[src/hdl/sdram_pkg.sv]
package sdram_pkg;

	// word address split, row on top and column at the bottom
	localparam int ROW_W  = 13;
	localparam int BANK_W = 2;
	localparam int COL_W  = 9;
	localparam int ADDR_W = ROW_W + BANK_W + COL_W;
	localparam int DATA_W = 32;

	// minimum cycles from a command to the next one
	localparam int T_RCD   = 2;
	localparam int T_RP    = 2;
	localparam int T_RFC   = 8;
	localparam int T_WR    = 2;
	localparam int CAS_LAT = 2;

	localparam int REFRESH_PERIOD = 390;
	localparam int IDLE_CLOSE     = 4; // idle cycles before an open page is closed

	localparam int WAIT_W       = $clog2(T_RFC); // holds the longest wait minus one
	localparam int REFRESH_W    = $clog2(REFRESH_PERIOD);
	localparam int IDLE_W       = $clog2(IDLE_CLOSE + 1);
	localparam int PRCH_ALL_BIT = 10; // A10 high closes all banks

	// {ras_n, cas_n, we_n} as seen on the pins
	typedef enum logic [2:0] {
		NOOP = 3'b111,
		ACTV = 3'b011,
		READ = 3'b101,
		WRTE = 3'b100,
		PRCH = 3'b010,
		ARSR = 3'b001
	} sdram_cmd_e;

	typedef struct packed {
		logic [ROW_W-1:0]  row;
		logic [BANK_W-1:0] bank;
		logic [COL_W-1:0]  col;
	} sdram_addr_fields_s;

	typedef union packed {
		logic [ADDR_W-1:0]  flat; // as it arrives from the bus
		sdram_addr_fields_s fld;  // as the SDRAM sees it
	} sdram_addr_u;

	typedef struct packed {
		logic              valid;
		logic              we;
		sdram_addr_u       addr;
		logic [DATA_W-1:0] wdata;
	} mem_req_s;

	typedef struct packed {
		sdram_cmd_e        cmd;
		logic [BANK_W-1:0] bank;
		logic [ROW_W-1:0]  addr;
		logic [DATA_W-1:0] wdata;
	} sdram_cmd_s;

endpackage

[src/hdl/wb_request_port.sv]
`timescale 1ns/1ps

module wb_request_port (
	input  logic                          CLK,
	input  logic                          RST,
	input  logic                          wb_cyc,
	input  logic                          wb_stb,
	input  logic                          wb_we,
	input  logic [sdram_pkg::ADDR_W-1:0]  wb_adr,
	input  logic [sdram_pkg::DATA_W-1:0]  wb_dat_w,
	output logic                          wb_ack,
	output logic [sdram_pkg::DATA_W-1:0]  wb_dat_r,
	output sdram_pkg::mem_req_s           req,
	input  logic                          req_done,
	input  logic                          rd_valid,
	input  logic [sdram_pkg::DATA_W-1:0]  rd_data
);

	logic rd_pending; // read command sent, data not yet back
	logic take;

	// a new access is only taken once the previous one has been acked
	assign take = wb_cyc && wb_stb && !req.valid && !rd_pending && !wb_ack;

	always_ff @(posedge CLK)
		if (!RST)
		begin
			req.valid  <= 1'b0;
			rd_pending <= 1'b0;
			wb_ack     <= 1'b0;
		end
		else
		begin
			wb_ack <= 1'b0; // single cycle pulse
			if (take)
			begin
				req.valid     <= 1'b1;
				req.we        <= wb_we;
				req.addr.flat <= wb_adr;
				req.wdata     <= wb_dat_w;
			end
			else if (req_done)
			begin
				req.valid  <= 1'b0;
				rd_pending <= !req.we;
				wb_ack     <= req.we; // writes are done once latched
			end

			if (rd_pending && rd_valid)
			begin
				rd_pending <= 1'b0;
				wb_ack     <= 1'b1;
				wb_dat_r   <= rd_data;
			end
		end

endmodule

[src/hdl/page_tracker.sv]
`timescale 1ns/1ps

module page_tracker (
	input  logic                   CLK,
	input  logic                   RST,
	input  sdram_pkg::mem_req_s    req,
	input  logic                   issue_ok,
	input  logic                   refresh_due,
	output sdram_pkg::sdram_cmd_e  cmd_wanted,
	output sdram_pkg::sdram_cmd_s  cmd_next,
	output logic                   req_done
);

	import sdram_pkg::*;

	logic              page_open;
	logic [ROW_W-1:0]  open_row;
	logic [BANK_W-1:0] open_bank;
	logic [IDLE_W-1:0] idle_cnt;
	logic              hit;
	logic              idle_expired;
	logic              latched;

	assign hit = page_open && (req.addr.fld.row == open_row) &&
		(req.addr.fld.bank == open_bank);
	assign idle_expired = (idle_cnt == IDLE_W'(IDLE_CLOSE));

	always_comb
	begin
		if (refresh_due)
			cmd_wanted = page_open ? PRCH : ARSR; // refresh needs all banks idle
		else if (req.valid && hit)
			cmd_wanted = req.we ? WRTE : READ;
		else if (req.valid && page_open)
			cmd_wanted = PRCH; // wrong page
		else if (req.valid)
			cmd_wanted = ACTV;
		else if (page_open && idle_expired)
			cmd_wanted = PRCH;
		else
			cmd_wanted = NOOP;
	end

	assign latched  = issue_ok && (cmd_wanted != NOOP);
	assign req_done = latched && ((cmd_wanted == READ) || (cmd_wanted == WRTE));

	always_comb
	begin
		cmd_next.cmd   = latched ? cmd_wanted : NOOP;
		cmd_next.bank  = (cmd_wanted == PRCH) ? open_bank : req.addr.fld.bank;
		cmd_next.addr  = '0;
		cmd_next.wdata = req.wdata;
		case (cmd_wanted)
			ACTV:       cmd_next.addr = req.addr.fld.row;
			READ, WRTE: cmd_next.addr = ROW_W'(req.addr.fld.col); // A10 low, no auto precharge
			PRCH:       cmd_next.addr[PRCH_ALL_BIT] = 1'b1;
			default:    cmd_next.addr = '0;
		endcase
	end

	always_ff @(posedge CLK)
		if (!RST)
		begin
			page_open <= 1'b0;
			idle_cnt  <= '0;
		end
		else
		begin
			if (latched && (cmd_wanted == ACTV))
				page_open <= 1'b1;
			if (latched && (cmd_wanted == PRCH))
				page_open <= 1'b0;

			if (req.valid || latched)
				idle_cnt <= '0;
			else if (page_open && !idle_expired)
				idle_cnt <= idle_cnt + 1'b1;
		end

	always_ff @(posedge CLK)
		if (latched && (cmd_wanted == ACTV))
		begin
			open_row  <= req.addr.fld.row;
			open_bank <= req.addr.fld.bank;
		end

endmodule

[src/hdl/command_timer.sv]
`timescale 1ns/1ps

module command_timer (
	input  logic                   CLK,
	input  logic                   RST,
	input  sdram_pkg::sdram_cmd_e  cmd_wanted,
	input  sdram_pkg::sdram_cmd_s  cmd_next,
	output logic                   issue_ok,
	output logic                   refresh_due
);

	import sdram_pkg::*;

	logic [WAIT_W-1:0]    wait_cnt;
	logic [WAIT_W-1:0]    wait_load;
	logic [REFRESH_W-1:0] refresh_cnt;
	logic                 latched;

	assign latched = issue_ok && (cmd_wanted != NOOP);

	// issue_ok stays low for the full wait of the latched command
	always_comb
		case (cmd_next.cmd)
			ACTV:    wait_load = WAIT_W'(T_RCD - 1);
			PRCH:    wait_load = WAIT_W'(T_RP - 1);
			ARSR:    wait_load = WAIT_W'(T_RFC - 1);
			WRTE:    wait_load = WAIT_W'(T_WR - 1);
			READ:    wait_load = WAIT_W'(CAS_LAT - 1);
			default: wait_load = '0;
		endcase

	always_ff @(posedge CLK)
		if (!RST)
		begin
			issue_ok <= 1'b0;
			wait_cnt <= '0;
		end
		else if (latched)
		begin
			issue_ok <= 1'b0;
			wait_cnt <= wait_load;
		end
		else if (wait_cnt != '0)
			wait_cnt <= wait_cnt - 1'b1;
		else
			issue_ok <= 1'b1;

	// free running refresh interval
	always_ff @(posedge CLK)
		if (!RST)
		begin
			refresh_cnt <= '0;
			refresh_due <= 1'b0;
		end
		else
		begin
			if (latched && (cmd_next.cmd == ARSR))
				refresh_due <= 1'b0;

			if (refresh_cnt == REFRESH_W'(REFRESH_PERIOD - 1))
			begin
				refresh_cnt <= '0;
				refresh_due <= 1'b1; // a new expiry wins over a clear
			end
			else
				refresh_cnt <= refresh_cnt + 1'b1;
		end

endmodule

[src/hdl/sdram_pins.sv]
`timescale 1ns/1ps

module sdram_pins (
	input  logic                          CLK,
	input  logic                          RST,
	input  sdram_pkg::sdram_cmd_s         cmd_next,
	output sdram_pkg::sdram_cmd_e         sdram_cmd,
	output logic [sdram_pkg::BANK_W-1:0]  sdram_ba,
	output logic [sdram_pkg::ROW_W-1:0]   sdram_a,
	output logic [sdram_pkg::DATA_W-1:0]  dq_out,
	output logic                          dq_oe,
	input  logic [sdram_pkg::DATA_W-1:0]  dq_in,
	output logic                          rd_valid,
	output logic [sdram_pkg::DATA_W-1:0]  rd_data
);

	import sdram_pkg::*;

	// one marker per read in flight, stage 0 is the cycle READ is on the pins
	logic [CAS_LAT-1:0] rd_mark;

	always_ff @(posedge CLK)
		if (!RST)
		begin
			sdram_cmd <= NOOP;
			dq_oe     <= 1'b0;
			rd_mark   <= '0;
			rd_valid  <= 1'b0;
		end
		else
		begin
			sdram_cmd <= cmd_next.cmd;
			dq_oe     <= (cmd_next.cmd == WRTE); // data goes out with the command
			rd_mark   <= {rd_mark[CAS_LAT-2:0], (cmd_next.cmd == READ)};
			rd_valid  <= rd_mark[CAS_LAT-1];
		end

	always_ff @(posedge CLK)
	begin
		sdram_ba <= cmd_next.bank;
		sdram_a  <= cmd_next.addr;
		dq_out   <= cmd_next.wdata;
		if (rd_mark[CAS_LAT-1])
			rd_data <= dq_in; // dq_in valid in the last marker cycle
	end

endmodule

[src/hdl/sdram_ctrl_top.sv]
`timescale 1ns/1ps

module sdram_ctrl_top (
	input  logic                          CLK,
	input  logic                          RST,
	input  logic                          wb_cyc,
	input  logic                          wb_stb,
	input  logic                          wb_we,
	input  logic [sdram_pkg::ADDR_W-1:0]  wb_adr,
	input  logic [sdram_pkg::DATA_W-1:0]  wb_dat_w,
	output logic                          wb_ack,
	output logic [sdram_pkg::DATA_W-1:0]  wb_dat_r,
	output sdram_pkg::sdram_cmd_e         sdram_cmd,
	output logic [sdram_pkg::BANK_W-1:0]  sdram_ba,
	output logic [sdram_pkg::ROW_W-1:0]   sdram_a,
	output logic [sdram_pkg::DATA_W-1:0]  dq_out,
	output logic                          dq_oe,
	input  logic [sdram_pkg::DATA_W-1:0]  dq_in
);

	import sdram_pkg::*;

	mem_req_s          req;
	logic              req_done;
	logic              rd_valid;
	logic [DATA_W-1:0] rd_data;
	sdram_cmd_e        cmd_wanted;
	sdram_cmd_s        cmd_next;
	logic              issue_ok;
	logic              refresh_due;

	wb_request_port wb_port_i (
		.CLK      (CLK),
		.RST      (RST),
		.wb_cyc   (wb_cyc),
		.wb_stb   (wb_stb),
		.wb_we    (wb_we),
		.wb_adr   (wb_adr),
		.wb_dat_w (wb_dat_w),
		.wb_ack   (wb_ack),
		.wb_dat_r (wb_dat_r),
		.req      (req),
		.req_done (req_done),
		.rd_valid (rd_valid),
		.rd_data  (rd_data)
	);

	page_tracker page_i (
		.CLK         (CLK),
		.RST         (RST),
		.req         (req),
		.issue_ok    (issue_ok),
		.refresh_due (refresh_due),
		.cmd_wanted  (cmd_wanted),
		.cmd_next    (cmd_next),
		.req_done    (req_done)
	);

	command_timer timer_i (
		.CLK         (CLK),
		.RST         (RST),
		.cmd_wanted  (cmd_wanted),
		.cmd_next    (cmd_next),
		.issue_ok    (issue_ok),
		.refresh_due (refresh_due)
	);

	sdram_pins pins_i (
		.CLK       (CLK),
		.RST       (RST),
		.cmd_next  (cmd_next),
		.sdram_cmd (sdram_cmd),
		.sdram_ba  (sdram_ba),
		.sdram_a   (sdram_a),
		.dq_out    (dq_out),
		.dq_oe     (dq_oe),
		.dq_in     (dq_in),
		.rd_valid  (rd_valid),
		.rd_data   (rd_data)
	);

endmodule

[config.mk]
export PLATFORM = sky130hd
export DESIGN_NAME = sdram_ctrl_top
export DESIGN_NICKNAME = d
export VERILOG_FILES = /design/src/hdl/sdram_pkg.sv /design/src/hdl/wb_request_port.sv /design/src/hdl/page_tracker.sv /design/src/hdl/command_timer.sv /design/src/hdl/sdram_pins.sv /design/src/hdl/sdram_ctrl_top.sv
export SDC_FILE = /design/constraint.sdc
export NUM_CORES = 1
export LEC_CHECK = 0
export BUFFER_PORTS_ARGS = -buffer_cell sky130_fd_sc_hd__buf_2
export CORE_ASPECT_RATIO = 1.5
export CORE_MARGIN = 1
export CORE_UTILIZATION = 48
export CTS_BUF_LIST = sky130_fd_sc_hd__clkbuf_2
export DETAILED_ROUTE_END_ITERATION = 7
export HOLD_SLACK_MARGIN = 0.02
export PLACE_DENSITY = 0.87
export SLEW_MARGIN = 20
export SYNTH_ARGS = -nofsm -noshare
export SYNTH_HDL_FRONTEND = slang
export SYNTH_SLANG_ARGS = --single-unit
[constraint.sdc]
create_clock -name CLK -period 3.2 [get_ports CLK]
set_clock_uncertainty 0.1 [all_clocks]
set_input_delay 0.64 -clock CLK [delete_from_list [all_inputs] [get_ports CLK]]
set_output_delay 0.64 -clock CLK [all_outputs]
set_load 0.01 [all_outputs]
==> flow_metrics.env, run 1 <==
export IMPL_min_path_type="input pin to register"
export IMPL_arrival_ns=3.00
export IMPL_crit_type="register to register"
export IMPL_stdcell_count=864
export IMPL_drt_iter0_drc=152
export IMPL_setup_viol=0
export IMPL_dp_hpwl_mm=8.210
export IMPL_clockRootBuffer="clkbuf_2"
export IMPL_final_cell_mix="176 x buf_2, 136 x edfxtp_1, 89 x dlygate4sd3_1"
export IMPL_cts_tree="yes"
export IMPL_synth_xor_area_frac=0.03219
export IMPL_dpl_cell_count=692
export IMPL_first_pass_iters=4
export IMPL_grt_max_degree=59
export IMPL_grt_pass1_wl_mm=21.11
export IMPL_max_stage_delay_ns=0.76
export IMPL_wl_per_cell_um=16.06
export IMPL_synth_top_family_by_area="simple AND/OR/NAND/NOR gates"
export IMPL_drive_gt1_frac=0.3730
export IMPL_yosysSeqAreaShare=0.8553
export IMPL_clock_path_buffers=3
export IMPL_rsz0062_at_grt="false"
export IMPL_die_height_um=144.9
export IMPL_synth_ff_type="edfxtp_1"
export IMPL_ys_ff_latch=211
export IMPL_r2r_cells=6
export IMPL_vias=4139
export IMPL_mappedNetlistNets=454
export IMPL_cap_violations=0
export IMPL_crit_required_ns=3.73
export IMPL_portBuffers=176
export IMPL_p_int_w=0.003903
export IMPL_clock_latency_ns=0.69
export IMPL_p_seq_frac=0.591
export IMPL_antenna_found_initial=0
export IMPL_worst_slew_pin_slew_ns=0.7921
export IMPL_crit_chain="and3b_1, nand4_1, nor4_4, nor4_2, buf_4, o21a_1"
export IMPL_finalCritPeriodShare=0.7740
export IMPL_final_common_cell="buf_2"
export IMPL_h_tree_depth=2
export IMPL_clkPwrFrac=0.332
export IMPL_slew_violations=0
export IMPL_p_leak_nw=3.658
export IMPL_gp_congestion=0.7568
export IMPL_placementRows=51
export IMPL_synth_async_reset_ratio=0
export IMPL_setup_tns_ns=0
export IMPL_syn_inst=355
export IMPL_syn_cell_area_um2=6530
export IMPL_worstSetupEndpointType="register"
export IMPL_totalWireLength_mm=13.88
export IMPL_gr_total_overflow=0
export IMPL_hold_path_depth=2
export IMPL_ant_nets=0
export IMPL_finalHoldViolCount=0
export IMPL_max_vdd_ir_drop_v=0.0003694
export IMPL_p_per_area_nw_per_um2=569.0
export IMPL_p_comb_frac=0.078
export IMPL_grt_pass1_vias=4381
export IMPL_cts_resized=0
export IMPL_viasPerCell=4.791
export IMPL_yosys_warnings=0
export IMPL_drcViolationCount=0
export IMPL_n_antenna_cell=0
export IMPL_die_x_um=97.24
export IMPL_power_w=0.005121
export IMPL_clk_pin_slew_ns=0.11
export IMPL_io_pins=177
export IMPL_syn_avg_cell_area_um2=18.39
export IMPL_core_um2=13150
export IMPL_critPathLaunchType="register"
export IMPL_fmax_mhz=403.8
export IMPL_muxShareOfSynthArea=0.005173
export IMPL_synth_compound_area_frac=0.03142
export IMPL_areaGrowthSynthToFinish_pct=37.84
export IMPL_min_period_ns=2.477
export IMPL_cts_buffers=46
export IMPL_fin_util=0.6848
export IMPL_cp_max_fo=16
export IMPL_fin_hold_ws_ns=0.1378
export IMPL_synth_simple_area_share=0.05576
export IMPL_synth_edf_count=136
export IMPL_slowest_stage="nor4_4"
export IMPL_slew_limit_headroom=0.4680
export IMPL_grt_use_total=0.1958
export IMPL_synth_fa_ha_area_frac=0.01150
export IMPL_power_switching_w=0.001218
export IMPL_start_util=0.4968
export IMPL_synthDistinctLibCells=40
export IMPL_p_sw_frac=0.2379
export IMPL_layout_nets=769
export IMPL_die_area_um2=14080
export IMPL_cts_sinks=211
export IMPL_status="complete, no violations"
export IMPL_fillCellCount=887
[sequential cells by signal, summed over array words and instances, names as in the netlist]
| name | cells |
|---|---|
| page_i.idle_cnt | 3 |
| pins_i.sdram_ba | 2 |
| wb_port_i.req | 58 |
| pins_i.rd_data | 32 |
| pins_i.sdram_a | 13 |
| pins_i.rd_valid | 1 |
| pins_i.dq_oe | 1 |
| page_i.page_open | 1 |
| timer_i.wait_cnt | 3 |
| pins_i.dq_out | 32 |
| pins_i.sdram_cmd | 3 |
| page_i.open_row | 13 |
| pins_i.rd_mark | 2 |
| timer_i.refresh_cnt | 9 |
| timer_i.issue_ok | 1 |
| wb_port_i.wb_ack | 1 |
| wb_port_i.wb_dat_r | 32 |
| timer_i.refresh_due | 1 |
| wb_port_i.rd_pending | 1 |
| page_i.open_bank | 2 |
[cells by family (layout without fill, tap and decap cells)]
kind of cell               count (synthesis)  in the layout
buffers and inverters                     14            364
xor gates and xnor gates                  24             24
muxes                                      3              3
AOI/OAI and AO/OA                         29             29
and+or+nand+nor                           68             68
DFF                                      211            211
adders and majority gates                  6              6
[what timing repair did]
action                                 in CTS  in global routing
endpoints found under the hold margin      89                  0
hold buffers                               89                  0
buffers inserted                            0                  0
[power by group through the flow]
stage | clock (W) | combinational [W] | sequential [W]
6_report | 0.00170 | 0.000398 | 0.00302
5_1_grt | 0.00190 | 0.000441 | 0.00303
4_1_cts | 0.00172 | 0.000397 | 0.00302
3_5_place_dp | 0 | 0.000308 | 0.00308
3_3_place_gp | 0 | 0.000285 | 0.00308
2_1_floorplan | 0 | 0.000173 | 0.00308
[layout make-up]
class                   count  area (µm²)  share of cell area
clock buffers              64       320.3             0.03559
clock inverters            19       131.4             0.01460
inverters                  10       37.54            0.004170
multi-input cells         130       898.4             0.09981
flip-flops and latches    211        5585              0.6205
well taps                 159       198.9             0.02210
repair buffers            271        1829              0.2032
[worst max-delay path, delay by kind of cell (launching register included)]
family	cells	cell delay [ns]
buffers and inverters	1	0.24
AOI/OAI and AO/OA	1	0.20
DFF	1	0.62
and+or+nand+nor	4	1.23
[final timing paths]
kind                                 startpoint                       endpoint  slack (ns)
setup / recovery  page_i.page_open$_SDFFE_PP0P_  page_i.page_open$_SDFFE_PP0P_        0.72
setup reg to reg  page_i.page_open$_SDFFE_PP0P_  page_i.page_open$_SDFFE_PP0P_        0.72
hold reg to reg      wb_port_i.req[7]$_DFFE_PP_       pins_i.dq_out[7]$_DFF_P_        0.25
hold / removal                              RST  page_i.page_open$_SDFFE_PP0P_        0.14
[metrics by stage]
step / instance area (µm²) / setup slack, ns
after floorplan: 6530 / 0.08968
after global placement: 7659 / 0.8625
after detailed placement: 7659 / 0.7580
after CTS: 9001 / 0.7246
after global routing: 9001 / 0.5173
final: 9001 / 0.7234
[cells in the mapped netlist (all sizes together) (2+ instances only)]
| cell | n | area share |
|---|---|---|
| and4 | 2 | 0.0027 |
| dfxtp | 75 | 0.23 |
| nor3 | 5 | 0.0038 |
| o21a | 2 | 0.0023 |
| nand2 | 9 | 0.0052 |
| a21oi | 10 | 0.0077 |
| clkbuf | 3 | 0.0017 |
| nor2 | 25 | 0.015 |
| nand3 | 4 | 0.0031 |
| edfxtp | 136 | 0.63 |
| mux2 | 3 | 0.0052 |
| nor4 | 2 | 0.0042 |
| xnor2 | 21 | 0.028 |
| o21ai | 2 | 0.0015 |
| inv | 10 | 0.0057 |
| ha | 6 | 0.011 |
| xor2 | 3 | 0.0040 |
| a311oi | 2 | 0.0027 |
| and3 | 3 | 0.0029 |
| a22o | 9 | 0.012 |
| and2 | 5 | 0.0048 |
| nand4 | 5 | 0.0048 |
[layer usage]
layer	vias up	part of all wire	routed length [µm]	GRT usage
met5	-	0	0	0
met4	0	0.019	258	0.07430
met3	27	0.075	1046	0.05427
li1	1958	-	-	-
met2	212	0.56	7819	0.3862
met1	1942	0.34	4755	0.1931
Power figures use the tool's default switching activity.
==> inputs of run 2 (changes only) <==
==> constraint.sdc (replaced) <==
create_clock -name CLK -period 2.04 [get_ports CLK]
set_clock_uncertainty 0.1 [all_clocks]
set_input_delay 0.408 -clock CLK [delete_from_list [all_inputs] [get_ports CLK]]
set_output_delay 0.408 -clock CLK [all_outputs]
set_load 0.01 [all_outputs]
==> run 2 against run 1 <==
Global-route usage up 1.7 points. Register-to-register slack worse by 0.70 ns. Via count up 4.2%. Clock power up 52%. Critical path type unchanged.
==> flow_metrics.env, run 2 (synthesis results as in run 1) <==
export IMPL_crit_required_ns=2.55
export IMPL_die_area_um2=14080
export IMPL_drcViolationCount=0
export IMPL_grt_use_total=0.2133
export IMPL_clk_pin_slew_ns=0.11
export IMPL_p_leak_nw=3.787
export IMPL_fillCellCount=853
export IMPL_antenna_found_initial=0
export IMPL_finalHoldViolCount=0
export IMPL_fin_util=0.7031
export IMPL_setup_viol=0
export IMPL_arrival_ns=2.53
export IMPL_gr_total_overflow=0
export IMPL_grt_pass1_wl_mm=22.98
export IMPL_ant_nets=0
export IMPL_max_vdd_ir_drop_v=0.0007386
export IMPL_grt_pass1_vias=4622
export IMPL_layout_nets=794
export IMPL_min_period_ns=2.012
export IMPL_cp_max_fo=10
export IMPL_placementRows=51
export IMPL_cts_sinks=211
export IMPL_gp_congestion=0.8016
export IMPL_cts_buffers=45
export IMPL_die_x_um=97.24
export IMPL_cap_violations=0
export IMPL_core_um2=13150
export IMPL_io_pins=177
export IMPL_worstSetupEndpointType="register"
export IMPL_final_common_cell="buf_2"
export IMPL_clock_latency_ns=0.74
export IMPL_p_per_area_nw_per_um2=867.5
export IMPL_final_cell_mix="177 x buf_2, 136 x edfxtp_1, 90 x dlygate4sd3_1"
export IMPL_fin_hold_ws_ns=0.07946
export IMPL_portBuffers=176
export IMPL_areaGrowthSynthToFinish_pct=41.54
export IMPL_dp_hpwl_mm=8.540
export IMPL_drive_gt1_frac=0.3921
export IMPL_first_pass_iters=4
export IMPL_clockRootBuffer="clkbuf_2"
export IMPL_min_path_type="input pin to register"
export IMPL_die_height_um=144.9
export IMPL_dpl_cell_count=710
export IMPL_critPathLaunchType="register"
export IMPL_setup_tns_ns=0
export IMPL_finalCritPeriodShare=0.9862
export IMPL_regMostFlops="wb_port_i.req"
export IMPL_slew_limit_headroom=0.7365
export IMPL_start_util=0.4968
export IMPL_worst_slew_pin_slew_ns=0.3917
export IMPL_n_antenna_cell=0
export IMPL_vias=4312
export IMPL_clock_path_buffers=3
export IMPL_stdcell_count=891
export IMPL_totalWireLength_mm=15.24
export IMPL_largest_reg_flops=58
export IMPL_h_tree_depth=2
export IMPL_wl_per_cell_um=17.10
export IMPL_fmax_mhz=497.1
export IMPL_slew_violations=0
export IMPL_status="complete, no violations"
export IMPL_grt_max_degree=34
export IMPL_cts_tree="yes"
export IMPL_viasPerCell=4.840
export IMPL_crit_type="register to register"
export IMPL_drt_iter0_drc=184
-- run 2: changes by cell type in the layout (fill, tap and decap cells not counted), moves of 2 or more --
cell	delta
xnor2_2	+2
buf_4	+20
xnor2_1	-2
clkinv_1	+5
inv_2	-2
buf_6	+2
buf_12	+2
clkinv_2	-4
-- run 2: critical path: stages (launching register included) --
cell,delay (ns)
dfxtp_1,0.47
and3b_1,0.20
nand4_1,0.20
nor4_4,0.37
buf_6,0.19
nor2_2,0.06
mux2_1,0.31
-- run 2: final timing paths --
| kind | startpoint | end | slack (ns) | depth (start not counted) |
|---|---|---|---|---|
| worst min register to register | wb_port_i.req[7]$_DFFE_PP_ | pins_i.dq_out[7]$_DFF_P_ | 0.23 | 0 |
| worst min-delay path | wb_stb | wb_port_i.req[15]$_DFFE_PP_ | 0.08 | 2 |
| worst max-delay path | page_i.page_open$_SDFFE_PP0P_ | pins_i.sdram_ba[0]$_DFF_P_ | 0.03 | 6 |
| worst max register to register | page_i.page_open$_SDFFE_PP0P_ | pins_i.sdram_ba[0]$_DFF_P_ | 0.03 | 6 |
-- run 2: report_power, final --
group,internal (W),switching [W]
registers,0.00467,0.0000799
clock network,0.000998,0.00159
logic,0.000380,0.000303
-- run 2: per-stage QoR --
step | power, W | setup slack, ns | area [µm²]
global route | 0.008383 | -0.01268 | 9243
CTS | 0.008004 | 0.05099 | 9196
detailed placement | 0.005350 | -0.09512 | 7834
floorplan | 0.005110 | -0.01913 | 6555
global placement | 0.005307 | -0.03781 | 7834
finish | 0.008018 | 0.02819 | 9243
-- run 2: what timing repair did --
action	4_1_cts	5_1_grt
resized for setup	0	5
pin swaps	2	3
hold endpoints to repair	99	0
gates cloned	0	1
hold buffers	90	0
endpoints found under the setup margin	18	22
buffers inserted	2	6
-- run 2: per-layer routing --
layer  vias to the layer above  wire length, µm  GRT usage
met2                       203             8594     0.4218
li1                       2007                -          -
met4                         0              432    0.08824
met3                        41              956    0.05187
met5                         -                0          0
met1                      2061             5256     0.2113
-- run 2: cell type report --
cell class | count | area [µm²] | area share
flip-flops and latches | 211 | 5587 | 0.6044
repair buffers | 297 | 2057 | 0.2226
multi-input cells | 130 | 928.4 | 0.1004
clock buffers | 65 | 325.3 | 0.03520
well taps | 159 | 198.9 | 0.02152
clock inverters | 19 | 108.9 | 0.01178
inverters | 10 | 37.54 | 0.004061
